==> src/hw/i2s_pkg.sv <==
// Shared types and constants of the I2S transmitter.
package i2s_pkg;

   // Bits per audio sample.
   localparam int sample_width = 24;

   // Bit periods per channel slot.
   // 24 data bits plus one zero overhead bit.
   localparam int slot_bits = 25;

   // Width of the in-slot bit counter.
   localparam int slot_cnt_w = $clog2(slot_bits);

   // One stereo frame as written by the host.
   // Left sample sits in the upper half, right in the lower half.
   typedef struct packed {
      logic [sample_width-1:0] left;   // Sent while lrclk is low.
      logic [sample_width-1:0] right;  // Sent while lrclk is high.
   } audio_frame_t;

   // Channel state of the serializer.
   // The encoding is the lrclk level itself.
   typedef enum logic {
      chan_left  = 1'b0,  // lrclk low.
      chan_right = 1'b1   // lrclk high.
   } chan_t;

endpackage

==> src/hw/audio_frame_fifo.sv <==
`timescale 1ns/1ns

// First-word-fall-through frame FIFO.
// head always shows the oldest frame while empty is low.
module audio_frame_fifo #(
   parameter int fifo_depth = 16  // Frames held, power of two.
) (
   input  logic                  clk,
   input  logic                  reset,
   input  i2s_pkg::audio_frame_t din,    // Frame from the host.
   input  logic                  wr_en,  // One-cycle write strobe.
   output logic                  full,
   input  logic                  pop,    // Removes head at the clock edge.
   output i2s_pkg::audio_frame_t head,
   output logic                  empty
);

   localparam int ptr_w = $clog2(fifo_depth);
   localparam int cnt_w = $clog2(fifo_depth + 1);  // Must hold fifo_depth itself.
   localparam logic [cnt_w-1:0] cnt_full = cnt_w'(fifo_depth);

   i2s_pkg::audio_frame_t mem [fifo_depth];  // Frame storage.

   logic [ptr_w-1:0] wr_ptr;      // Next slot to fill.
   logic [ptr_w-1:0] rd_ptr;      // Oldest frame.
   logic [cnt_w-1:0] count;       // Frames stored.
   logic [cnt_w-1:0] count_next;
   logic             do_write;
   logic             do_read;

   // Writes while full are dropped.
   assign do_write = wr_en && !full;
   assign do_read  = pop && !empty;  // Guard against a bad pop.

   // Fall-through read port.
   assign head = mem[rd_ptr];

   // Occupancy after this edge.
   always_comb begin
      count_next = count;
      if (do_write && !do_read) begin
         count_next = count + cnt_w'(1);
      end else if (do_read && !do_write) begin
         count_next = count - cnt_w'(1);
      end
   end

   // Storage write.
   always_ff @(posedge clk) begin
      if (do_write) begin
         mem[wr_ptr] <= din;
      end
   end

   // Pointers, count and registered flags.
   always_ff @(posedge clk) begin
      if (reset) begin
         wr_ptr <= '0;
         rd_ptr <= '0;
         count  <= '0;
         full   <= 1'b0;
         empty  <= 1'b1;  // Nothing stored after reset.
      end else begin
         if (do_write) begin
            wr_ptr <= wr_ptr + ptr_w'(1);  // Wraps at the power-of-two depth.
         end
         if (do_read) begin
            rd_ptr <= rd_ptr + ptr_w'(1);
         end
         count <= count_next;
         full  <= (count_next == cnt_full);  // Rises the cycle after the last fill.
         empty <= (count_next == '0);
      end
   end

   // The serializer must only pop a valid frame.
   a_no_pop_empty: assert property (@(posedge clk) disable iff (reset)
      pop |-> !empty)
      else $error("audio_frame_fifo: pop while empty");

endmodule

==> src/hw/i2s_bit_clock_gen.sv <==
`timescale 1ns/1ns

// Bit clock divider.
// bclk toggles every div_count system clocks.
// The strobes fire in the cycle before each bclk edge.
module i2s_bit_clock_gen #(
   parameter int div_count = 25  // Clocks per half bclk period.
) (
   input  logic clk,
   input  logic reset,
   input  logic enable,     // Low stops and clears the divider.
   output logic bclk,
   output logic bclk_fall,  // bclk goes low at the next edge.
   output logic bclk_rise   // bclk goes high at the next edge.
);

   localparam int cnt_w = (div_count > 1) ? $clog2(div_count) : 1;
   localparam logic [cnt_w-1:0] cnt_top = cnt_w'(div_count - 1);

   logic [cnt_w-1:0] div_cnt;  // Position in the half period.
   logic             wrap;     // Last clock of a half period.

   // Half period ends while running.
   assign wrap = enable && (div_cnt == cnt_top);

   // Edge direction from the current level.
   assign bclk_fall = wrap && bclk;
   assign bclk_rise = wrap && !bclk;

   always_ff @(posedge clk) begin
      if (reset || !enable) begin
         div_cnt <= '0;
         bclk    <= 1'b0;  // Idle low.
      end else begin
         if (wrap) begin
            div_cnt <= '0;
            bclk    <= ~bclk;  // Next half period.
         end else begin
            div_cnt <= div_cnt + cnt_w'(1);
         end
      end
   end

   // Only one edge can be pending.
   a_edge_excl: assert property (@(posedge clk) disable iff (reset)
      !(bclk_fall && bclk_rise))
      else $error("i2s_bit_clock_gen: fall and rise strobes together");

endmodule

==> src/hw/i2s_serializer.sv <==
`timescale 1ns/1ns

// I2S slot sequencer and shift register.
// Everything advances on bclk_fall so receivers sample on rising bclk.
// Each slot has 25 bit periods with 24 data bits MSB first and one zero.
module i2s_serializer (
   input  logic                  clk,
   input  logic                  reset,
   input  logic                  enable,     // Low clears the serial side.
   input  logic                  bclk_fall,  // bclk goes low next edge.
   input  i2s_pkg::audio_frame_t head,       // Oldest FIFO frame.
   input  logic                  empty,
   output logic                  pop,        // Take head this edge.
   output logic                  lrclk,
   output logic                  sdata,
   output logic                  underrun    // One clk per silent frame.
);

   localparam int sw    = i2s_pkg::sample_width;
   localparam int cnt_w = i2s_pkg::slot_cnt_w;
   localparam logic [cnt_w-1:0] cnt_last = cnt_w'(i2s_pkg::slot_bits - 1);

   i2s_pkg::chan_t        cur_chan;   // Channel now on the wire.
   i2s_pkg::chan_t        next_chan;  // Channel of the next load.
   logic [cnt_w-1:0]      bit_cnt;    // Bit period within the slot.
   logic [sw-1:0]         right_q;    // Right sample of the fetched frame.
   logic [sw-1:0]         shift_q;    // MSB drives sdata.
   logic                  load;       // First edge of a slot.
   logic                  fetch;      // Load of a left slot.

   // Slot start at counter zero.
   assign load  = enable && bclk_fall && (bit_cnt == '0);
   assign fetch = load && (next_chan == i2s_pkg::chan_left);

   // Pop only real frames.
   assign pop = fetch && !empty;

   assign lrclk = (cur_chan == i2s_pkg::chan_right);  // Right channel high.
   assign sdata = shift_q[sw-1];

   // Channel, bit counter and shift register.
   always_ff @(posedge clk) begin
      if (reset || !enable) begin
         cur_chan  <= i2s_pkg::chan_left;
         next_chan <= i2s_pkg::chan_left;  // First slot is left.
         bit_cnt   <= '0;
         shift_q   <= '0;
         underrun  <= 1'b0;
      end else begin
         underrun <= fetch && empty;  // Silent frame substituted.
         if (bclk_fall) begin
            // Bit position wraps after the overhead bit.
            if (bit_cnt == cnt_last) begin
               bit_cnt <= '0;
            end else begin
               bit_cnt <= bit_cnt + cnt_w'(1);
            end

            if (load) begin
               cur_chan <= next_chan;  // lrclk moves with the new MSB.
               if (next_chan == i2s_pkg::chan_left) begin
                  next_chan <= i2s_pkg::chan_right;
                  shift_q   <= empty ? '0 : head.left;  // Straight from the FIFO.
               end else begin
                  next_chan <= i2s_pkg::chan_left;
                  shift_q   <= right_q;  // Latched with the left half.
               end
            end else begin
               shift_q <= {shift_q[sw-2:0], 1'b0};  // Zero fill.
            end
         end
      end
   end

   // Right sample latch.
   // Silence replaces a missing frame.
   always_ff @(posedge clk) begin
      if (fetch) begin
         right_q <= empty ? '0 : head.right;
      end
   end

   // FIFO reads happen only at a slot edge.
   a_pop_on_fall: assert property (@(posedge clk) disable iff (reset)
      pop |-> bclk_fall)
      else $error("i2s_serializer: pop outside bclk_fall");

   // lrclk moves only with a falling bclk while running.
   a_lrclk_on_fall: assert property (@(posedge clk) disable iff (reset)
      ($past(enable) && !$past(reset) && $changed(lrclk)) |-> $past(bclk_fall))
      else $error("i2s_serializer: lrclk changed without bclk_fall");

endmodule

==> src/hw/i2s_tx_top.sv <==
`timescale 1ns/1ns

// I2S transmitter.
// Host frames go through the FIFO and out on bclk, lrclk and sdata.
module i2s_tx_top #(
   parameter int div_count  = 25,  // Half bclk in clk cycles. 2.4 Mbit/s at 120 MHz.
   parameter int fifo_depth = 16   // Frames buffered.
) (
   input  logic                  clk,
   input  logic                  reset,
   input  logic                  enable,       // Serial side run/stop.
   input  i2s_pkg::audio_frame_t frame_in,
   input  logic                  write_frame,  // One-cycle write strobe.
   output logic                  full,
   output logic                  bclk,
   output logic                  lrclk,
   output logic                  sdata,
   output logic                  underrun
);

   i2s_pkg::audio_frame_t head;  // FIFO head frame.
   logic                  empty;
   logic                  pop;
   logic                  bclk_fall;
   logic                  bclk_rise;

   // Host writes land here and the serializer drains them.
   audio_frame_fifo #(
      .fifo_depth(fifo_depth)
   ) audio_frame_fifo_i (
      .clk  (clk),
      .reset(reset),
      .din  (frame_in),
      .wr_en(write_frame),
      .full (full),
      .pop  (pop),
      .head (head),
      .empty(empty)
   );

   i2s_bit_clock_gen #(
      .div_count(div_count)
   ) i2s_bit_clock_gen_i (
      .clk      (clk),
      .reset    (reset),
      .enable   (enable),
      .bclk     (bclk),
      .bclk_fall(bclk_fall),
      .bclk_rise(bclk_rise)
   );

   i2s_serializer i2s_serializer_i (
      .clk      (clk),
      .reset    (reset),
      .enable   (enable),
      .bclk_fall(bclk_fall),
      .head     (head),
      .empty    (empty),
      .pop      (pop),
      .lrclk    (lrclk),
      .sdata    (sdata),
      .underrun (underrun)
   );

   // Data and word select hold across the sampling edge.
   a_stable_at_rise: assert property (@(posedge clk) disable iff (reset || !enable)
      bclk_rise |=> ($stable(sdata) && $stable(lrclk)))
      else $error("i2s_tx_top: serial outputs moved at rising bclk");

endmodule

==> config.mk <==
export PLATFORM = sky130hd
export DESIGN_NAME = i2s_tx_top
export DESIGN_NICKNAME = d
export VERILOG_FILES = /design/src/hw/i2s_pkg.sv /design/src/hw/audio_frame_fifo.sv /design/src/hw/i2s_bit_clock_gen.sv /design/src/hw/i2s_serializer.sv /design/src/hw/i2s_tx_top.sv
export SDC_FILE = /design/constraint.sdc
export NUM_CORES = 1
export LEC_CHECK = 0
export BUFFER_PORTS_ARGS = -buffer_cell sky130_fd_sc_hd__clkbuf_2
export CAP_MARGIN = 10
export CORE_MARGIN = 10
export CORE_UTILIZATION = 35
export CTS_BUF_LIST = sky130_fd_sc_hd__clkbuf_4 sky130_fd_sc_hd__clkbuf_8 sky130_fd_sc_hd__clkbuf_16
export DETAILED_ROUTE_END_ITERATION = 8
export PLACE_DENSITY_LB_ADDON = 0.12
export REMOVE_ABC_BUFFERS = 1
export SLEW_MARGIN = 5
export SYNTH_ARGS = -nofsm -noshare
export SYNTH_HDL_FRONTEND = slang
export SYNTH_SLANG_ARGS = --single-unit
==> constraint.sdc <==
create_clock -name clk -period 7.9 [get_ports clk]
set_input_delay 0 -clock clk [delete_from_list [all_inputs] [get_ports clk]]
set_output_delay 0 -clock clk [all_outputs]
set_load 0.02 [all_outputs]
After elaboration in Yosys (flattened, before gate mapping)
Memories as Yosys holds them, arrays and structs flattened. A register that Yosys moved wholly into a read port is not among the register bits.
Index checks and enable logic that the tools add are counted.
- $add $sub $neg: 6
- equal/unequal tests: 3
- muxes and demuxes: 11
- bitwise gates (word level): 2
- reductions and logical operators: 21
- operator list (cell ; count):
    2-to-1 mux 24 bit ; 3
    adder 5 x 1 -> 5 bit, second input constant ; 3
    equality test 5 bit, second input constant ; 3
    2-to-1 mux 5 bit ; 3
    logical AND 1 bit ; 11
    zero test 5 bit ; 2
    adder 4 x 1 -> 4 bit, second input constant ; 2
    2-to-1 mux 4 bit ; 2
    zero test 1 bit ; 5
    subtractor 5 x 1 -> 5 bit, second input constant ; 1
    2-to-1 mux 1 bit ; 3
    NOT 1 bit ; 2
    AND reduction 2 bit ; 1
    OR reduction 2 bit ; 1
    logical OR 1 bit ; 1
- register bits after elaboration: 77
- bits in writable memories: 768
- logic and storage cells: 57
- memories kept: 1
- memory list (name ; words ; bits a word ; read ports ; clocked after memory_dff ; wr ports ; RTL line ; source):
    audio_frame_fifo_i.mem ; 16 ; 48 ; 1 ; 1 ; 1 ; audio_frame_fifo.sv:22 ; i2s_pkg::audio_frame_t mem [fifo_depth];

Longest topological paths before layout
- word-level depth: 12
- mapped depth: 9

Hierarchy
Synthesis repeated with hierarchy kept, for this count alone.
- cell total of the unflattened synthesis: 1497
- area, all modules: 33089.2 um2
- modules (own cells, without submodules) (module ; times used ; cells an instance ; area an instance (um2) ; seq. area each (um2)):
    audio_frame_fifo ; 1 ; 1178 ; 29867.4 ; 23442.5
    i2s_serializer ; 1 ; 291 ; 2954.1 ; 1361.3
    i2s_bit_clock_gen ; 1 ; 28 ; 267.8 ; 120.1

Worst setup path after synthesis
Ideal clock, no wire load.
- path type: reg2reg
- start: register audio_frame_fifo_i.full
- end: memory audio_frame_fifo_i.mem[3][0] in the netlist's numbering (enable)
- library setup time: 0.513 ns
- data arrival time: 4.407 ns
- slack: 2.981 ns
- stages on the path, launching flop included: 5
- path buffers: 1
- path through: dfxtp_1 -> nor2b_1 -> clkbuf_1 -> nand2_1 -> nor3_1
- longest elaborated chain between the ends: 4
- ends and longest elaborated chain (item ; RTL line ; source):
    from (decl) ; audio_frame_fifo.sv:12 ; output logic full,
    from (signal assigned) ; audio_frame_fifo.sv:71 ; full <= (count_next == cnt_full);
    zero test 1 bit ; audio_frame_fifo.sv:32 ; assign do_write = wr_en && !full;
    logical AND 1 bit ; audio_frame_fifo.sv:32 ;
    2-to-1 mux 1 bit ; audio_frame_fifo.sv:50 ; if (do_write) begin
    2-to-1 mux 1 bit (not written as such) ; audio_frame_fifo.sv:51 ; mem[wr_ptr] <= din;
    to (decl) ; audio_frame_fifo.sv:22 ;
No other way between the ends.

==> impl_metrics.ini <==
[synth]
synth_fa_ha_area_share_pct = 0.421
muxShareOfSynthArea_pct = 16.6
syn_area_per_cell_um2 = 21.6
synth_ff_type = edfxtp_1
synth_top_family_by_area = multiplexers
syn-cell-area_mm2 = 0.0327
synth_xor_area_share_pct = 0.322
seq_area_frac_synth_pct = 76.3
postSynth.asyncResetShare_pct = 0
synth-seq-cells = 849
synth-warning-count = 0
synth-compound-area-share_pct = 2.20
ys_types = 45
synthTopCellsByArea = edfxtp_1 73%, mux4_2 17%, dfxtp_1 3.5%
netlist.area_leader.share_pct = 72.8
yosysTopAreaCell = edfxtp_1
synth-edff-count = 792
synth_cells = 1510
yosys.area_share.simple_pct = 2.76

[placement]
gp_congestion = 0.709
portBuffers = 56
dpl.cell_count = 2774
place_hpwl_um = 41800

[layout]
area_growth_pct = 17.2
multi_input_area_mm2 = 0.00741
fill_cells = 8090
mostFrequentLayoutCells = 792 x edfxtp_1, 240 x mux4_2, 95 x clkbuf_16
fin_util_pct = 41.2
final_cells = 3000
final_nets = 1729
regArea_mm2 = 0.0249
final_common_cell = edfxtp_1
drive_gt1_share_pct = 29.6

[job]
maxCapViolCount = 0

[floorplan]
fp.dieW_um = 326
die-height_um = 326
core.rowCount = 112
core_area_mm2 = 0.0929
dieArea_mm2 = 0.106
start_util_pct = 35.2
io-pin-count = 57

[detailed_routing]
drc = 0
wire_per_inst_um = 27.2
dr.first_iter.drc_count = 1371
final_antenna_net_count = 0
vias = 15529
avgViaCountPerCell = 5.18
dr.pass1.iters = 5
routed_wl_um = 81700

[clocking]
clk_path_buf_depth = 3
cts_root_buf = clkbuf_16
cts_tree = yes
clock_latency_ps = 660
cts_buffers = 92
cts_resized = 0
clkSinkCount = 849
clk_pin_slew_ps = 60
htree_levels = 3

[power]
power_frac_comb_pct = 2.4
power_density_mw_per_mm2 = 254
p_switching_uw = 1940
switching_share_pct = 20.0
clkPwrFrac_pct = 46.3
power_frac_seq_pct = 51.2
p_int_uw = 7780
leakagePower_uw = 0.0116
p_total_uw = 9720
vdd_ir_drop_max_uv = 159

[setup_path]
slowest_delay_ps = 920
cp_top_family = multiplexers
crit_path_start_kind = flip-flop
worst-setup-path-type = flip-flop to flip-flop
path_common_cell = mux4_2
critPathBufInv = 1
r2r_cells = 4
r2r-end = i2s_serializer_i.right_q[1]
slowest_stage = dfxtp_4
r2r_setup_slack_ps = 4550
crit_path_cell_trace = buf_4 -> mux4_2 -> mux4_2 -> nor2b_1
crit_end = i2s_serializer_i.right_q[1]
cp.depth = 4
cp-end-kind = flip-flop
path_max_fanout = 43
required_ps = 8280
worstPathArrival_ps = 3740

[timing]
fin_crit_sh_pct = 42.4
grt_setup_unrepaired = no
max_slew.worst_pin.slew_ps = 1160
fin_worst_skew_ps = 33.5
period_minus_slack_ps = 3350
final-hold-violation-count = 0
relSlewSlack_pct = 22.4
setup-tns-final_ps = 0
max_freq_ghz = 0.298
setup_violations = 0
report.final.slew_viol_count = 0

[global_route]
grt_max_degree = 71
grt_pass1_wl_um = 119000
grt_overflow = 0
antenna_found_initial = 3
grt_pass1_vias = 16570
track_usage_pct = 15.4

[hold_path]
hold_path_class = input port to flip-flop

[run_status]
outcome = complete, no violations
-- kinds of logic after synthesis --
logic type | count (synthesis)
AND/OR/NAND/NOR | 176
XOR/XNOR | 12
buffers and inverters | 95
flip-flops | 849
multiplexers | 241
adder cells (fa/ha/maj) | 11
AO/OA/AOI/OAI | 126
-- through the flow --
stage	hold WS [ps]	cell area, um^2	setup WS (ps)
final	292	38300	4550
after detailed placement	416	34600	4440
after global placement	392	34500	4440
after global routing	320	38300	4270
after CTS	254	38300	4420
after floorplan	69.1	32200	-1490
-- cells in the mapped netlist, types with 2 or more instances --
master,number
xnor2_1,5
dfxtp_1,57
or3_1,4
o21ai_1,24
nand3_1,35
nand4_1,3
or2_0,2
and3_1,7
a21oi_1,63
inv_1,10
buf_1,8
xor2_1,7
nand4b_1,2
nor2_1,30
o21ai_0,8
ha_1,11
buf_2,15
nor3_1,5
nand2_1,48
buf_6,12
mux4_2,240
o211ai_1,23
nand2b_1,3
edfxtp_1,792
clkbuf_1,49
nor2b_1,26
nor4_1,2
and2_1,2
-- state kept, by name, indices dropped and copies added (netlist names), named ones only --
signal / flops
audio_frame_fifo_i.rd_ptr: 4
audio_frame_fifo_i.wr_ptr: 4
audio_frame_fifo_i.mem: 768
audio_frame_fifo_i.count: 5
audio_frame_fifo_i.full: 1
i2s_serializer_i.lrclk: 1
i2s_serializer_i.underrun: 1
i2s_serializer_i.right_q: 24
i2s_bit_clock_gen_i.div_cnt: 5
i2s_serializer_i.next_chan: 1
audio_frame_fifo_i.empty: 1
i2s_serializer_i.bit_cnt: 5
i2s_bit_clock_gen_i.bclk: 1
i2s_serializer_i.shift_q: 24
-- repair_timing --
item	CTS	global route
hold buffers	51	0
endpoints found under the hold margin	798	0
buffers inserted	0	0
-- power groups by stage --
stage	Combinational, uW	Clock [uW]	Sequential, uW
6_report	235	4500	4980
3_5_place_dp	216	0	5080
3_3_place_gp	210	0	5070
2_1_floorplan	86.1	0	5080
5_1_grt	257	4790	4980
4_1_cts	240	4620	4980
-- final cells by class --
cell class	instances	area share, %
Inverter	10	0.0980
Clock buffer	111	6.57
Multi-Input combinational cell	566	19.4
Clock inverter	62	1.80
Tap cell	1254	4.10
Antenna cell	1	0.00653
Sequential cell	849	65.1
Timing Repair Buffer	147	2.95
-- layer usage --
metal	global-route usage, %	up-vias	part of all wire (%)
met2	25.3	334	49
met3	2.39	114	4.3
met1	21.1	8445	45
li1	-	6630	-
met5	0	-	0.050
met4	4.23	6	1.9
-- worst min path at each step --
stage / cells after the start / slack, ps / endpoint / from
detailed placement: 1 / 420 / audio_frame_fifo_i.mem[14][21] / frame_in[21]
floorplan: 1 / 70 / flip-flop / reset
CTS: 2 / 250 / audio_frame_fifo_i.mem[15][6] / frame_in[6]
finish: 2 / 290 / audio_frame_fifo_i.mem[15][6] / frame_in[6]
global placement: 1 / 390 / audio_frame_fifo_i.mem[6][21] / frame_in[21]
global route: 2 / 320 / audio_frame_fifo_i.mem[4][17] / frame_in[17]
-- worst register-to-register path: stages, from the launching register on --
cell,delay (ps)
dfxtp_4,920
buf_4,870
mux4_2,680
mux4_2,470
nor2b_1,140
Note: power is estimated with default switching activity, not from simulation.
